### config.mk
export PLATFORM = sky130hd
export DESIGN_NAME = reg_decode
export DESIGN_NICKNAME = d
export VERILOG_FILES = /design/src/logic/isa_pkg.sv /design/src/logic/reg_decode.sv
export SDC_FILE = /design/constraint.sdc
export NUM_CORES = 2
export LEC_CHECK = 0
export BUFFER_PORTS_ARGS = -buffer_cell sky130_fd_sc_hd__buf_4
export CORE_MARGIN = 3
export CORE_UTILIZATION = 56
export DETAILED_ROUTE_END_ITERATION = 12
export GPL_TIMING_DRIVEN = 0
export PLACE_DENSITY_LB_ADDON = 0.2
export RECOVER_POWER = 25
export SLEW_MARGIN = 40
export SYNTH_ARGS = -nofsm -noshare
export SYNTH_HDL_FRONTEND = slang
export SYNTH_SLANG_ARGS = --single-unit
### constraint.sdc
create_clock -name clk -period 5.81 [get_ports clk]
set_clock_uncertainty 0.15 [all_clocks]
set_input_delay 0.581 -clock clk [delete_from_list [all_inputs] [get_ports clk]]
set_output_delay 0.581 -clock clk [all_outputs]
set_load 0.01 [all_outputs]
### src/logic/isa_pkg.sv
`default_nettype none

package isa_pkg;

  ////////////////////////////////////////////////////////////
  // Primary opcodes
  ////////////////////////////////////////////////////////////
  localparam logic [5:0] OP_RTYPE = 6'h00;  // Decoded further by funct
  localparam logic [5:0] OP_J     = 6'h02;
  localparam logic [5:0] OP_JAL   = 6'h03;
  localparam logic [5:0] OP_BEQ   = 6'h04;
  localparam logic [5:0] OP_BNE   = 6'h05;
  localparam logic [5:0] OP_ADDIU = 6'h09;
  localparam logic [5:0] OP_SLTI  = 6'h0a;
  localparam logic [5:0] OP_ANDI  = 6'h0c;  // Zero-extended immediates
  localparam logic [5:0] OP_ORI   = 6'h0d;
  localparam logic [5:0] OP_XORI  = 6'h0e;
  localparam logic [5:0] OP_LUI   = 6'h0f;
  localparam logic [5:0] OP_LW    = 6'h23;
  localparam logic [5:0] OP_SW    = 6'h2b;

  // R-type function codes
  localparam logic [5:0] FN_SLL  = 6'h00;  // Shift by shamt
  localparam logic [5:0] FN_SRL  = 6'h02;
  localparam logic [5:0] FN_SRA  = 6'h03;
  localparam logic [5:0] FN_JR   = 6'h08;
  localparam logic [5:0] FN_ADDU = 6'h21;
  localparam logic [5:0] FN_SUBU = 6'h23;
  localparam logic [5:0] FN_AND  = 6'h24;
  localparam logic [5:0] FN_OR   = 6'h25;
  localparam logic [5:0] FN_XOR  = 6'h26;
  localparam logic [5:0] FN_NOR  = 6'h27;
  localparam logic [5:0] FN_SLT  = 6'h2a;

  localparam logic [4:0] REG_RA = 5'd31;  // Link register for jal

  ////////////////////////////////////////////////////////////
  // Instruction word views
  ////////////////////////////////////////////////////////////
  typedef struct packed {
    logic [5:0] opcode;
    logic [4:0] rs;
    logic [4:0] rt;
    logic [4:0] rd;
    logic [4:0] shamt;
    logic [5:0] funct;
  } r_fields_t;

  typedef struct packed {
    logic [5:0]  opcode;
    logic [4:0]  rs;
    logic [4:0]  rt;
    logic [15:0] imm;  // Sign or zero extended per opcode
  } i_fields_t;

  typedef struct packed {
    logic [5:0]  opcode;
    logic [25:0] target;  // Word index within 256 MB region
  } j_fields_t;

  // Same 32 bits, three decodings
  typedef union packed {
    r_fields_t r;
    i_fields_t i;
    j_fields_t j;
  } instr_u;

endpackage

`default_nettype wire

### src/logic/reg_decode.sv
`default_nettype none

module reg_decode (
  input  wire                  clk,
  input  wire                  rst_n,
  input  wire                  run_i,
  input  wire isa_pkg::instr_u instr_i,
  input  wire                  reg_write_i,
  input  wire                  reg_dst_i,
  input  wire                  jal_i,
  input  wire                  mem_to_reg_i,
  input  wire                  zero_ext_i,
  input  wire  [31:0]          alu_result_i,
  input  wire  [31:0]          mem_data_i,    // RAM or I/O read
  input  wire  [31:0]          pc_plus4_i,    // Link value
  output logic [31:0]          rs_data_o,
  output logic [31:0]          rt_data_o,
  output logic [31:0]          imm_ext_o
);
  import isa_pkg::*;

  logic [31:0] regs [32];
  logic [4:0]  waddr;
  logic [31:0] wdata;

  // Read ports, $0 hardwired
  assign rs_data_o = (instr_i.r.rs == 5'd0) ? '0 : regs[instr_i.r.rs];
  assign rt_data_o = (instr_i.r.rt == 5'd0) ? '0 : regs[instr_i.r.rt];

  // Logical immediates zero extend, all others sign extend
  assign imm_ext_o = zero_ext_i ? {16'h0000, instr_i.i.imm}
                                : {{16{instr_i.i.imm[15]}}, instr_i.i.imm};

  ////////////////////////////////////////////////////////////
  // Write-back select
  ////////////////////////////////////////////////////////////
  always_comb begin
    if (jal_i) begin
      waddr = REG_RA;
    end else if (reg_dst_i) begin
      waddr = instr_i.r.rd;  // R-type destination
    end else begin
      waddr = instr_i.i.rt;  // I-type destination
    end
  end

  always_comb begin
    if (jal_i) begin
      wdata = pc_plus4_i;  // Return address
    end else if (mem_to_reg_i) begin
      wdata = mem_data_i;
    end else begin
      wdata = alu_result_i;
    end
  end

  always_ff @(posedge clk) begin
    if (!rst_n) begin
      for (int i = 0; i < 32; i++) regs[i] <= '0;
    end else if (run_i && reg_write_i && (waddr != 5'd0)) begin
      regs[waddr] <= wdata;  // Writes to $0 dropped
    end
  end

endmodule

`default_nettype wire

# Word-level counts from Yosys, hierarchy flattened
# Memories as Yosys holds them, arrays and structs flattened.
# Index checks and enable logic that the tools add are counted.
# W data, S select, Z words.
dict set report classes {
  shifts 0
  n_reduce_logical 6
  n_lt_le_gt_ge 0
  add_sub_neg 0
  multipliers 0
  div_mod_pow 0
  bitwise 0
  eq_ne 0
  n_mux 14
}
# operator n
set op_table {}
lappend op_table {{$mux W32} 6}
lappend op_table {{$reduce_or A32 Y1} 1}
lappend op_table {{$mux W5} 3}
lappend op_table {{$logic_not A5 Y1} 2}
lappend op_table {{$mux W1} 5}
lappend op_table {{$reduce_bool A5 Y1} 1}
lappend op_table {{$logic_and A1 B1 Y1} 2}
dict set report totals {
  ram_bits 1024
  elab_cells 21
  output_inout_bits 96
  register_bits 0
  inputBits 136
  romBits 0
  mem_count 1
  latchBits 0
}
# name words word_bits read_ports rd_clocked_by_memory_dff wr line
set memory_table {}
lappend memory_table {regs 32 32 2 0 32 reg_decode.sv:22} ;# logic [31:0] regs [32];

# Longest topological paths before layout
dict set report depth {
  depth_word 9
  ltp_mapped 9
  ltp_nobuf 4
}

# Worst setup path before layout
# OpenSTA, ideal clock, no wires.
dict set report synth_path {
  path_type {input -> register}
  from {in instr_i[20] in the netlist's numbering}
  to {mem regs[12][0] (enable)}
  setup_slack_ns 2.605
  required_time_ns 5.271
  path_stages 6
  setup_ns 0.389
  arrival_time_ns 2.665
  path_cell_list {buf_6 > or3b_4 > a2111oi_4 > nand2_2 > buf_6 > nand2_1}
}
# item line
set synth_lines {}
lappend synth_lines {{from (decl)} reg_decode.sv:7} ;# input wire isa_pkg::instr_u instr_i,
lappend synth_lines {{to (decl)} reg_decode.sv:22}

==> flow_summary.toml <==
[synthesis]
ys_ff_latch = 1024
synth-async-reset-ratio = 0
syn_area_per_cell_um2 = 14.3
synth_edf_count = 1024
yosysWarningCount = 0
synth_top_area_cell = "edfxtp_1"
syn-cell-area_mm2 = 0.0535
ys_top_cells_by_area = "edfxtp_1, mux4_2, nor2_1, mux2i_1, buf_2"
synth_cell_types = 43
ys_seq_area_frac = 0.574
netlist_instances = 3743
synth_top_area_share = 0.574
synth_ff_type = "edfxtp_1"

[finish]
fin_area_mm2 = 0.0606
drive_above_1_share = 0.281
seq_area_mm2 = 0.0307
largest_register = "regs"
instances_no_fill = 5466
nets = 4256
reg.largest.list = "regs x1024"
fillers = 6930
largest_register_ffs = 1024
multi_input_area_mm2 = 0.0205
syn2layout_area_growth_pct = 13.2

[grt]
first_global_vias = 38300
grt_pass1_wl_um = 281000
grt_max_degree = 30
grt_antenna_before_repair = 6
grt_remaining_overflow = 0
grt_usage = 0.410

[placed_design]
placed_area_mm2 = 0.0577
hpwlAfterDp_um = 141000
portBuffers = 205
placed_cells_incl_taps = 5265
place_congestion = 1.01
post-place-ws_ns = 0.935

[sta]
worst_slew_pin_slew_ns = 2.72
rsz0062_at_grt = "false"
finalMaxSlewViolations = 75
period_share = 0.933
finalCriticalPeriod_ns = 5.42
clock.fmax_mhz = 185
finalSetupTns_ns = 0
setup_ws_ns = 0.392
hold_viol = 0
setup_viol = 0
max_slew_margin = -0.862

[worst_setup_path]
arrival_ns = 5.51
crit_path_max_fanout = 27
cp-end-kind = "flip-flop"
max_stage_delay_ns = 1.77
path_cells = "clkbuf_1 -> nand3_1 -> a2111oi_0 -> nand2_1 -> clkbuf_1 -> nand2_1 -> clkbuf_1"
crit_top_cell = "clkbuf_1"
critPathKind = "primary input to flip-flop"
worstPathRequired_ns = 5.90
crit_slowest_cell = "clkbuf_1"
start_kind = "primary input"

[power_and_ir_drop]
power_density_mw_per_mm2 = 304
leakage_uw = 0.0208
max-vdd-ir-drop_mv = 0.270
power_uw = 18400

[drt]
drc = 0
viasPerCell = 7.23
finalWirelength_um = 204000
vias = 39500
routedWlPerCell_um = 37.4
ant_nets = 0
drtPass1Iterations = 10
drt-initial-drc-count = 7507

[cts]
clock_path_buffers = 3
cts_buffers = 106
cts_setup_buffers = 0
ctsResizeCount = 0
postCtsHoldBufs = 0
cts_tree = "yes"
ctsHtreeMaxLevel = 3
cts.clk_slew.worst_paths_ns = 0.07
cts.sinks = 1024
cts_root_buf = "clkbuf_16"

[floorplan]
initial_core_util = 0.569
die_x_um = 315
dieArea_mm2 = 0.0994
die_y_um = 315
io_pins = 232
rows = 112
coreArea_mm2 = 0.0940

[run]
drv_cap = 6

[worst_hold_path]
worstHoldPathType = "primary input to flip-flop"
hold_path_end = "regs[6][25]"
min_from = "pc_plus4_i[25]"
hold_depth = 3

[status]
violations = "capacitance limit, slew limit"
status = "finished with violations"
-- metrics by stage --
| step | utilization | hold slack, ns |
|---|---|---|
| global route | 0.645 | 0.140 |
| global placement | 0.604 | 0.799 |
| detailed placement | 0.614 | 0.807 |
| floorplan | - | 0.686 |
| CTS | 0.651 | 0.101 |
| finish | 0.645 | 0.106 |
-- worst max-delay path, delay by kind of cell --
| kind | cells | cell delay [ns] |
|---|---|---|
| AO/OA/AOI/OAI | 1 | 0.90 |
| AND/OR/NAND/NOR | 3 | 1.34 |
| buffers and inverters | 3 | 2.62 |
-- report_power, final --
group / internal, uW / leakage (uW) / switching [uW]
logic: 1020 / 0.00933 / 1680
clock network: 4030 / 0.00171 / 2980
registers: 8520 / 0.00974 / 201
-- synth_stat cells, types with 3 or more instances --
cell,number
nor2_1,1009
nand3b_1,5
mux2_2,34
a211oi_1,32
a21oi_1,33
a21oi_4,3
buf_4,47
inv_1,4
a31oi_1,32
clkbuf_1,155
buf_2,185
buf_1,8
a221o_1,32
nand2_1,71
edfxtp_1,1024
nor2_2,22
a2111oi_4,6
o2111ai_1,14
o21ai_0,82
nand3_1,6
a311oi_1,32
mux2i_1,226
a221oi_1,50
mux4_2,448
nand2_2,16
a22oi_1,64
nor2b_1,38
buf_6,45
-- how the worst max path moves through the flow --
stage                           start       endpoint  slack [ns]
after global placement    instr_i[21]  rs_data_o[31]        0.30
after CTS                 instr_i[21]   rs_data_o[0]        0.94
final                           rst_n     regs[4][4]        0.39
after global routing            rst_n     regs[4][6]        0.44
after floorplan           instr_i[20]    regs[12][0]        2.61
after detailed placement  instr_i[21]   rs_data_o[0]        0.93
-- cell usage in the layout (no fill, tap or decap), types with 23 or more instances in the layout --
cell and instances:
nor2_1 1005, a221o_1 32, a211oi_1 31, buf_12 29, clkbuf_16 111, buf_4 219
buf_2 164, a31oi_1 32, conb_1 32, clkinv_2 23, a221oi_1 50, clkinv_1 30
clkbuf_2 39, mux4_2 448, mux2i_1 226, a22oi_1 64, a21oi_1 27, nand2_1 63
clkbuf_1 217, edfxtp_1 1024, nor2b_1 38, o21ai_0 81, mux2_2 34, nor2_2 26
-- kinds of logic (layout without fill, tap and decap cells) --
logic type,count (synthesis),after routing,synth area share
AO/OA/AOI/OAI,382,382,0.0541
AND/OR/NAND/NOR,1183,1183,0.0884
buffers and inverters,445,881,0.0453
other,1,34,0.0000700
flip-flops,1024,1024,0.574
multiplexers,708,708,0.238
-- routing by layer --
metal  track usage  up-vias  wire length, um
met5        0.0114        -              268
met4         0.258       14            15900
met1         0.529    19500            65400
met3         0.160      766            36300
met2         0.583     4123            86300
li1              -    15100                -
-- cell type report --
type                            count  area share
Multi-Input combinational cell   2305       0.339
Inverter                            4    0.000268
Clock inverter                     70      0.0107
Tap cell                         1254      0.0259
Sequential cell                  1024       0.507
Antenna cell                        2   0.0000826
Clock buffer                      128      0.0469
Timing Repair Buffer              238      0.0337
Buffer                            441      0.0365
(Power assumes the default switching activity.)
