### src/logic/isa_pkg.sv
`default_nettype none

package isa_pkg;

  ////////////////////////////////////////////////////////////
  // Primary opcodes
  ////////////////////////////////////////////////////////////
  localparam logic [5:0] OP_RTYPE = 6'h00;  // Decoded further by funct
  localparam logic [5:0] OP_J     = 6'h02;
  localparam logic [5:0] OP_JAL   = 6'h03;
  localparam logic [5:0] OP_BEQ   = 6'h04;
  localparam logic [5:0] OP_BNE   = 6'h05;
  localparam logic [5:0] OP_ADDIU = 6'h09;
  localparam logic [5:0] OP_SLTI  = 6'h0a;
  localparam logic [5:0] OP_ANDI  = 6'h0c;  // Zero-extended immediates
  localparam logic [5:0] OP_ORI   = 6'h0d;
  localparam logic [5:0] OP_XORI  = 6'h0e;
  localparam logic [5:0] OP_LUI   = 6'h0f;
  localparam logic [5:0] OP_LW    = 6'h23;
  localparam logic [5:0] OP_SW    = 6'h2b;

  // R-type function codes
  localparam logic [5:0] FN_SLL  = 6'h00;  // Shift by shamt
  localparam logic [5:0] FN_SRL  = 6'h02;
  localparam logic [5:0] FN_SRA  = 6'h03;
  localparam logic [5:0] FN_JR   = 6'h08;
  localparam logic [5:0] FN_ADDU = 6'h21;
  localparam logic [5:0] FN_SUBU = 6'h23;
  localparam logic [5:0] FN_AND  = 6'h24;
  localparam logic [5:0] FN_OR   = 6'h25;
  localparam logic [5:0] FN_XOR  = 6'h26;
  localparam logic [5:0] FN_NOR  = 6'h27;
  localparam logic [5:0] FN_SLT  = 6'h2a;

  localparam logic [4:0] REG_RA = 5'd31;  // Link register for jal

  ////////////////////////////////////////////////////////////
  // Instruction word views
  ////////////////////////////////////////////////////////////
  typedef struct packed {
    logic [5:0] opcode;
    logic [4:0] rs;
    logic [4:0] rt;
    logic [4:0] rd;
    logic [4:0] shamt;
    logic [5:0] funct;
  } r_fields_t;

  typedef struct packed {
    logic [5:0]  opcode;
    logic [4:0]  rs;
    logic [4:0]  rt;
    logic [15:0] imm;  // Sign or zero extended per opcode
  } i_fields_t;

  typedef struct packed {
    logic [5:0]  opcode;
    logic [25:0] target;  // Word index within 256 MB region
  } j_fields_t;

  // Same 32 bits, three decodings
  typedef union packed {
    r_fields_t r;
    i_fields_t i;
    j_fields_t j;
  } instr_u;

endpackage

`default_nettype wire

### src/logic/core_pkg.sv
`default_nettype none

package core_pkg;

  ////////////////////////////////////////////////////////////
  // Memories and load port
  ////////////////////////////////////////////////////////////
  localparam int MEM_WORDS = 1024;  // Depth of imem and dmem each
  localparam int MEM_AW    = 10;    // Word address bits
  localparam int UPG_AW    = 15;    // Top bit picks dmem over imem

  // Memory-mapped I/O
  localparam logic [31:0] IO_LED_ADDR    = 32'hFFFF_FC60;
  localparam logic [31:0] IO_SWITCH_ADDR = 32'hFFFF_FC70;
  localparam int          IO_W           = 24;  // LED and switch width

  ////////////////////////////////////////////////////////////
  // ALU operation codes
  ////////////////////////////////////////////////////////////
  localparam logic [3:0] ALU_ADD = 4'd0;   // addu, addiu, lw, sw
  localparam logic [3:0] ALU_SUB = 4'd1;   // subu and branch compare
  localparam logic [3:0] ALU_AND = 4'd2;
  localparam logic [3:0] ALU_OR  = 4'd3;
  localparam logic [3:0] ALU_XOR = 4'd4;
  localparam logic [3:0] ALU_NOR = 4'd5;
  localparam logic [3:0] ALU_SLT = 4'd6;   // Signed compare
  localparam logic [3:0] ALU_SLL = 4'd7;
  localparam logic [3:0] ALU_SRL = 4'd8;
  localparam logic [3:0] ALU_SRA = 4'd9;   // Arithmetic, keeps sign
  localparam logic [3:0] ALU_LUI = 4'd10;  // Immediate to upper half

endpackage

`default_nettype wire

### src/logic/main_control.sv
`default_nettype none

module main_control (
  input  wire isa_pkg::instr_u instr_i,
  output logic                 reg_dst_o,    // Write rd instead of rt
  output logic                 alu_src_o,    // Operand B from immediate
  output logic                 mem_to_reg_o,
  output logic                 reg_write_o,
  output logic                 mem_read_o,
  output logic                 mem_write_o,
  output logic                 branch_o,
  output logic                 nbranch_o,
  output logic                 jmp_o,
  output logic                 jal_o,
  output logic                 jr_o,
  output logic                 zero_ext_o,
  output logic                 shift_o,
  output logic [3:0]           alu_op_o
);
  import isa_pkg::*;
  import core_pkg::*;

  always_comb begin
    // Unknown encodings fall through as nops
    reg_dst_o    = 1'b0;
    alu_src_o    = 1'b0;
    mem_to_reg_o = 1'b0;
    reg_write_o  = 1'b0;
    mem_read_o   = 1'b0;
    mem_write_o  = 1'b0;
    branch_o     = 1'b0;
    nbranch_o    = 1'b0;
    jmp_o        = 1'b0;
    jal_o        = 1'b0;
    jr_o         = 1'b0;
    zero_ext_o   = 1'b0;
    shift_o      = 1'b0;
    alu_op_o     = ALU_ADD;
    case (instr_i.r.opcode)
      OP_RTYPE: begin
        reg_dst_o   = 1'b1;
        reg_write_o = 1'b1;
        case (instr_i.r.funct)
          FN_ADDU: alu_op_o = ALU_ADD;
          FN_SUBU: alu_op_o = ALU_SUB;
          FN_AND:  alu_op_o = ALU_AND;
          FN_OR:   alu_op_o = ALU_OR;
          FN_XOR:  alu_op_o = ALU_XOR;
          FN_NOR:  alu_op_o = ALU_NOR;
          FN_SLT:  alu_op_o = ALU_SLT;
          FN_SLL:  begin alu_op_o = ALU_SLL; shift_o = 1'b1; end
          FN_SRL:  begin alu_op_o = ALU_SRL; shift_o = 1'b1; end
          FN_SRA:  begin alu_op_o = ALU_SRA; shift_o = 1'b1; end
          FN_JR:   begin jr_o = 1'b1; reg_write_o = 1'b0; end  // No link write
          default: reg_write_o = 1'b0;
        endcase
      end
      OP_ADDIU: begin alu_src_o = 1'b1; reg_write_o = 1'b1; end
      OP_SLTI:  begin alu_src_o = 1'b1; reg_write_o = 1'b1; alu_op_o = ALU_SLT; end
      OP_ANDI:  begin alu_src_o = 1'b1; reg_write_o = 1'b1; zero_ext_o = 1'b1; alu_op_o = ALU_AND; end
      OP_ORI:   begin alu_src_o = 1'b1; reg_write_o = 1'b1; zero_ext_o = 1'b1; alu_op_o = ALU_OR; end
      OP_XORI:  begin alu_src_o = 1'b1; reg_write_o = 1'b1; zero_ext_o = 1'b1; alu_op_o = ALU_XOR; end
      OP_LUI:   begin alu_src_o = 1'b1; reg_write_o = 1'b1; alu_op_o = ALU_LUI; end
      OP_LW:    begin alu_src_o = 1'b1; reg_write_o = 1'b1; mem_read_o = 1'b1; mem_to_reg_o = 1'b1; end
      OP_SW:    begin alu_src_o = 1'b1; mem_write_o = 1'b1; end  // Address is rs + imm
      OP_BEQ:   begin branch_o = 1'b1; alu_op_o = ALU_SUB; end   // Zero flag decides
      OP_BNE:   begin nbranch_o = 1'b1; alu_op_o = ALU_SUB; end
      OP_J:     jmp_o = 1'b1;
      OP_JAL:   begin jal_o = 1'b1; reg_write_o = 1'b1; end
      default:  ;
    endcase
  end

endmodule

`default_nettype wire

### config.mk
export PLATFORM = sky130hd
export DESIGN_NAME = main_control
export DESIGN_NICKNAME = d
export VERILOG_FILES = /design/src/logic/isa_pkg.sv /design/src/logic/core_pkg.sv /design/src/logic/main_control.sv
export SDC_FILE = /design/constraint.sdc
export NUM_CORES = 1
export LEC_CHECK = 0
export ABC_AREA = 1
export ABC_CLOCK_PERIOD_IN_PS = 2320
export BUFFER_PORTS_ARGS = -buffer_cell sky130_fd_sc_hd__buf_2
export CAP_MARGIN = 20
export CORE_AREA = 4 4 41 43
export DETAILED_ROUTE_END_ITERATION = 8
export DIE_AREA = 0 0 45 47
export PLACE_DENSITY = 0.87
export SLEW_MARGIN = 20
export SYNTH_ARGS = -nofsm -noshare
export SYNTH_HDL_FRONTEND = slang
export SYNTH_SLANG_ARGS = --single-unit
### constraint.sdc
create_clock -name vclk -period 2.32
set_input_delay 0.464 -clock vclk [all_inputs]
set_output_delay 0.464 -clock vclk [all_outputs]
set_load 0.01 [all_outputs]
# == Word level (Yosys, flattened, before mapping) ==
# Index checks and enable logic that the tools add are counted.
# totals
wordCells,47
register_bits,0
inputBits,32
output_inout_bits,17
# op_classes
eq_ne,22
mux,17
reduce_logical,8
# op_table
cell,n
$eq 6x6->1 const B,9
$eq 6x4->1 const B,7
$pmux 4 s9,1
$pmux 4 s7,1
$eq 6x2->1 const B,4
$reduce_or 8->1,2
$mux 1,14
$eq 6x3->1 const B,2
$logic_not 6->1,2
$reduce_or 10->1,1
$reduce_or 3->1,2
$pmux 1 s2,1
$reduce_or 2->1,1

# == Logic depth before layout (Yosys ltp) ==
# logic_depth
depth_word,4
depth_mapped,8
mapped_depth_nobuf,8

# == Least setup slack after synthesis ==
# OpenSTA, ideal clock, no wires.
# synth_path
kind,input-to-output
startpoint,input instr_i[29] (netlist name)
endpoint,output mem_to_reg_o
n_path_buf,1
setup_slack_ns,0.719
path_stages,4
required_time_ns,1.856
arrival_time_ns,1.137
cell_sequence,nor2_1 nand2_1 nor2_1 buf_4
# synth_via
elab_chain_cells,2
# synth_lines
element,line,text
"start, declared",main_control.sv:4,"input wire isa_pkg::instr_u instr_i,"
$eq 6x6->1,-,
$mux 1,-,
"end, declared",main_control.sv:7,"output logic mem_to_reg_o,"
# Every way passes these cells.

# == Worst setup path in the final report ==
# layout_path
startpoint,input instr_i[3] (netlist name)
endpoint,output reg_write_o
# layout_via
elab_chain_cells,4
# layout_lines
element,line,text
$eq 6x2->1 (tied with other cells),main_control.sv:43,case (instr_i.r.funct)
$reduce_or 10->1 (no line) (*),-,
$mux 1 (*),main_control.sv:43,
$pmux 1 s2 (*),main_control.sv:39,case (instr_i.r.opcode)
"end, declared",main_control.sv:8,"output logic reg_write_o,"
# Every way passes the cells marked *; elsewhere a longest branch is shown, timed or not.

==> impl_metrics.tcl <==
set metrics [dict create \
    first_iter_violations 8 \
    grt_pass1_vias 642 \
    setup_slack_ns 0.4833 \
    synth_area_um2 446.7 \
    setup_viol 0 \
    crit_fanout 5 \
    cts_setup_buffers 0 \
    cp.required_ns 1.86 \
    startpoint_type "primary input" \
    area_delta_synth_final_pct 35.01 \
    switchingPower_mw 0.04600 \
    fp.dieArea_um2 2115 \
    criticalPathCategory "primary input to output port" \
    vias 676 \
    drt-total-wl_mm 1.331 \
    status "finished, final reports clean" \
    design.seq.count 0 \
    synth_cells 89 \
    antenna_found_initial 0 \
    start_util_pct 34.33 \
    yosysTopAreaCell "nor2_1" \
    switching_share_pct 66.60 \
    place_ws_ns 0.4856 \
    max_cap_violations 0 \
    ys_types 19 \
    power.leakage_nw 0.3789 \
    cts_hold_buf 0 \
    routedWlPerCell_um 10.08 \
    n_clock_buffer 0 \
    io-pin-count 49 \
    peakVddDrop_mv 0.04677 \
    grt_usage_pct 14.00 \
    p_seq_share_pct 0 \
    synth_fp_nets 121 \
    port_buffers 29 \
    min_to "branch_o" \
    std_cell_rows 13 \
    drtPass1Iterations 4 \
    fin_nets 151 \
    worstMarginPinSlew_ns 0.2539 \
    clockPowerShare_pct 0 \
    hold_viol_final 0 \
    fin_setup_tns_ns 0 \
    rsz0062_at_grt "no" \
    die_width_um 45 \
    drcViolationCount 0 \
    synth_area_per_cell_um2 5.019 \
    synth_top_area_share_pct 17.65 \
    place.gp.congestion 0.7969 \
    fin_total_pwr_mw 0.06908 \
    slew_headroom_pct 83.01 \
    seq_area_um2 0 \
    min_period_over_period_pct 79.17 \
    grt_pass1_wl_mm 2.352 \
    ant_nets 0 \
    drive_gt1_share_pct 36.75 \
    n_antenna_cell 0 \
    fp.dieH_um 47 \
    period_minus_slack_ns 1.837 \
    seq_area_frac_synth_pct 0 \
    p_per_area_nw_per_um2 114.5 \
    synth.area.top_cells "nor2_1 (18%), nand3_1 (15%), nand2_1 (14%)" \
    slew_viol_final 0 \
    ctsResizeCount 0 \
    worstPathArrival_ns 1.37 \
    end_kind "output port" \
    hold_start "instr_i[29]" \
    min_path_cells 3 \
    yosys_warnings 0 \
    grt-ovfl-total 0 \
    coreArea_um2 1301 \
    holdCritPathClass "primary input to output port" \
    grt_max_degree 10 \
    place.detailed.hpwl_mm 1.163 \
    via_per_inst 5.121 \
    max_freq_mhz 544.5 \
    combPwrFrac_pct 100.0 \
    internal_power_mw 0.02307 \
]
-- layout make-up --
cell class / instances / area, µm²
fillers: 150 / 698.2
multi-input cells: 70 / 366.6
inverters: 18 / 72.57
repair buffers: 29 / 145.1
well taps: 15 / 18.77
-- cell usage after synthesis (2+ instances only) --
library cell  count
o21ai_2           3
nor2_1           21
nand2_1          17
nor3_1            3
inv_2             3
nand3_1          13
nand4_1           3
nor2_2            2
inv_1            14
-- how the worst max path moves through the flow --
stage,start,to
2_1_floorplan,instr_i[29],mem_to_reg_o
3_3_place_gp,instr_i[31],alu_op_o[2]
3_5_place_dp,instr_i[3],reg_write_o
4_1_cts,instr_i[31],alu_op_o[2]
5_1_grt,instr_i[3],reg_write_o
6_report,instr_i[3],reg_write_o
-- layer usage --
metal | vias up | share of wire (%) | GRT usage, %
met2 | 33 | 48 | 28.81
met4 | 0 | 0.60 | 1.170
met5 | - | 0 | 0
li1 | 348 | - | -
met3 | 2 | 11 | 0.3831
met1 | 293 | 40 | 16.40
-- critical path: stages --
cell,delay (ns)
buf_2,0.13
nor2_2,0.20
nand3_1,0.15
nand2_1,0.11
inv_1,0.04
nand3_1,0.07
nand2_1,0.05
nand2_1,0.05
buf_2,0.12
-- metrics by stage --
stage	hold slack (ns)	area (µm²)	std cells	utilization, %
finish	1.237	603.1	132	46.35
global route	1.265	603.1	132	46.35
CTS	1.239	603.1	132	46.35
detailed placement	1.238	603.1	132	46.35
global placement	1.233	603.1	132	46.35
floorplan	0.9640	446.7	89	-
-- power groups by stage --
stage	Combinational, mW	Sequential, mW	Clock [mW]
global placement	0.0667	0	0
finish	0.0691	0	0
global route	0.0783	0	0
CTS	0.0692	0	0
detailed placement	0.0689	0	0
floorplan	0.0375	0	0
-- placed cells by master, fill, tap and decap left out, drive strengths merged --
cell type  netlist  routed
nor3             3       3
buf              1      29
nor2            24      24
o211ai           1       1
o21ai            3       3
inv             17      17
a21oi            1       1
o22ai            1       1
nand2           17      17
clkinv           1       1
nand3           14      14
nor4             1       1
nand4            5       5
-- cell families (layout without fill, tap and decap cells) --
logic type,after synthesis,count (layout),share of synthesized area (%)
AOI/OAI and AO/OA,6,6,10.09
buffers and inverters,19,47,17.93
and+or+nand+nor,64,64,71.99
No activity file was read; power rests on OpenSTA's default activity.
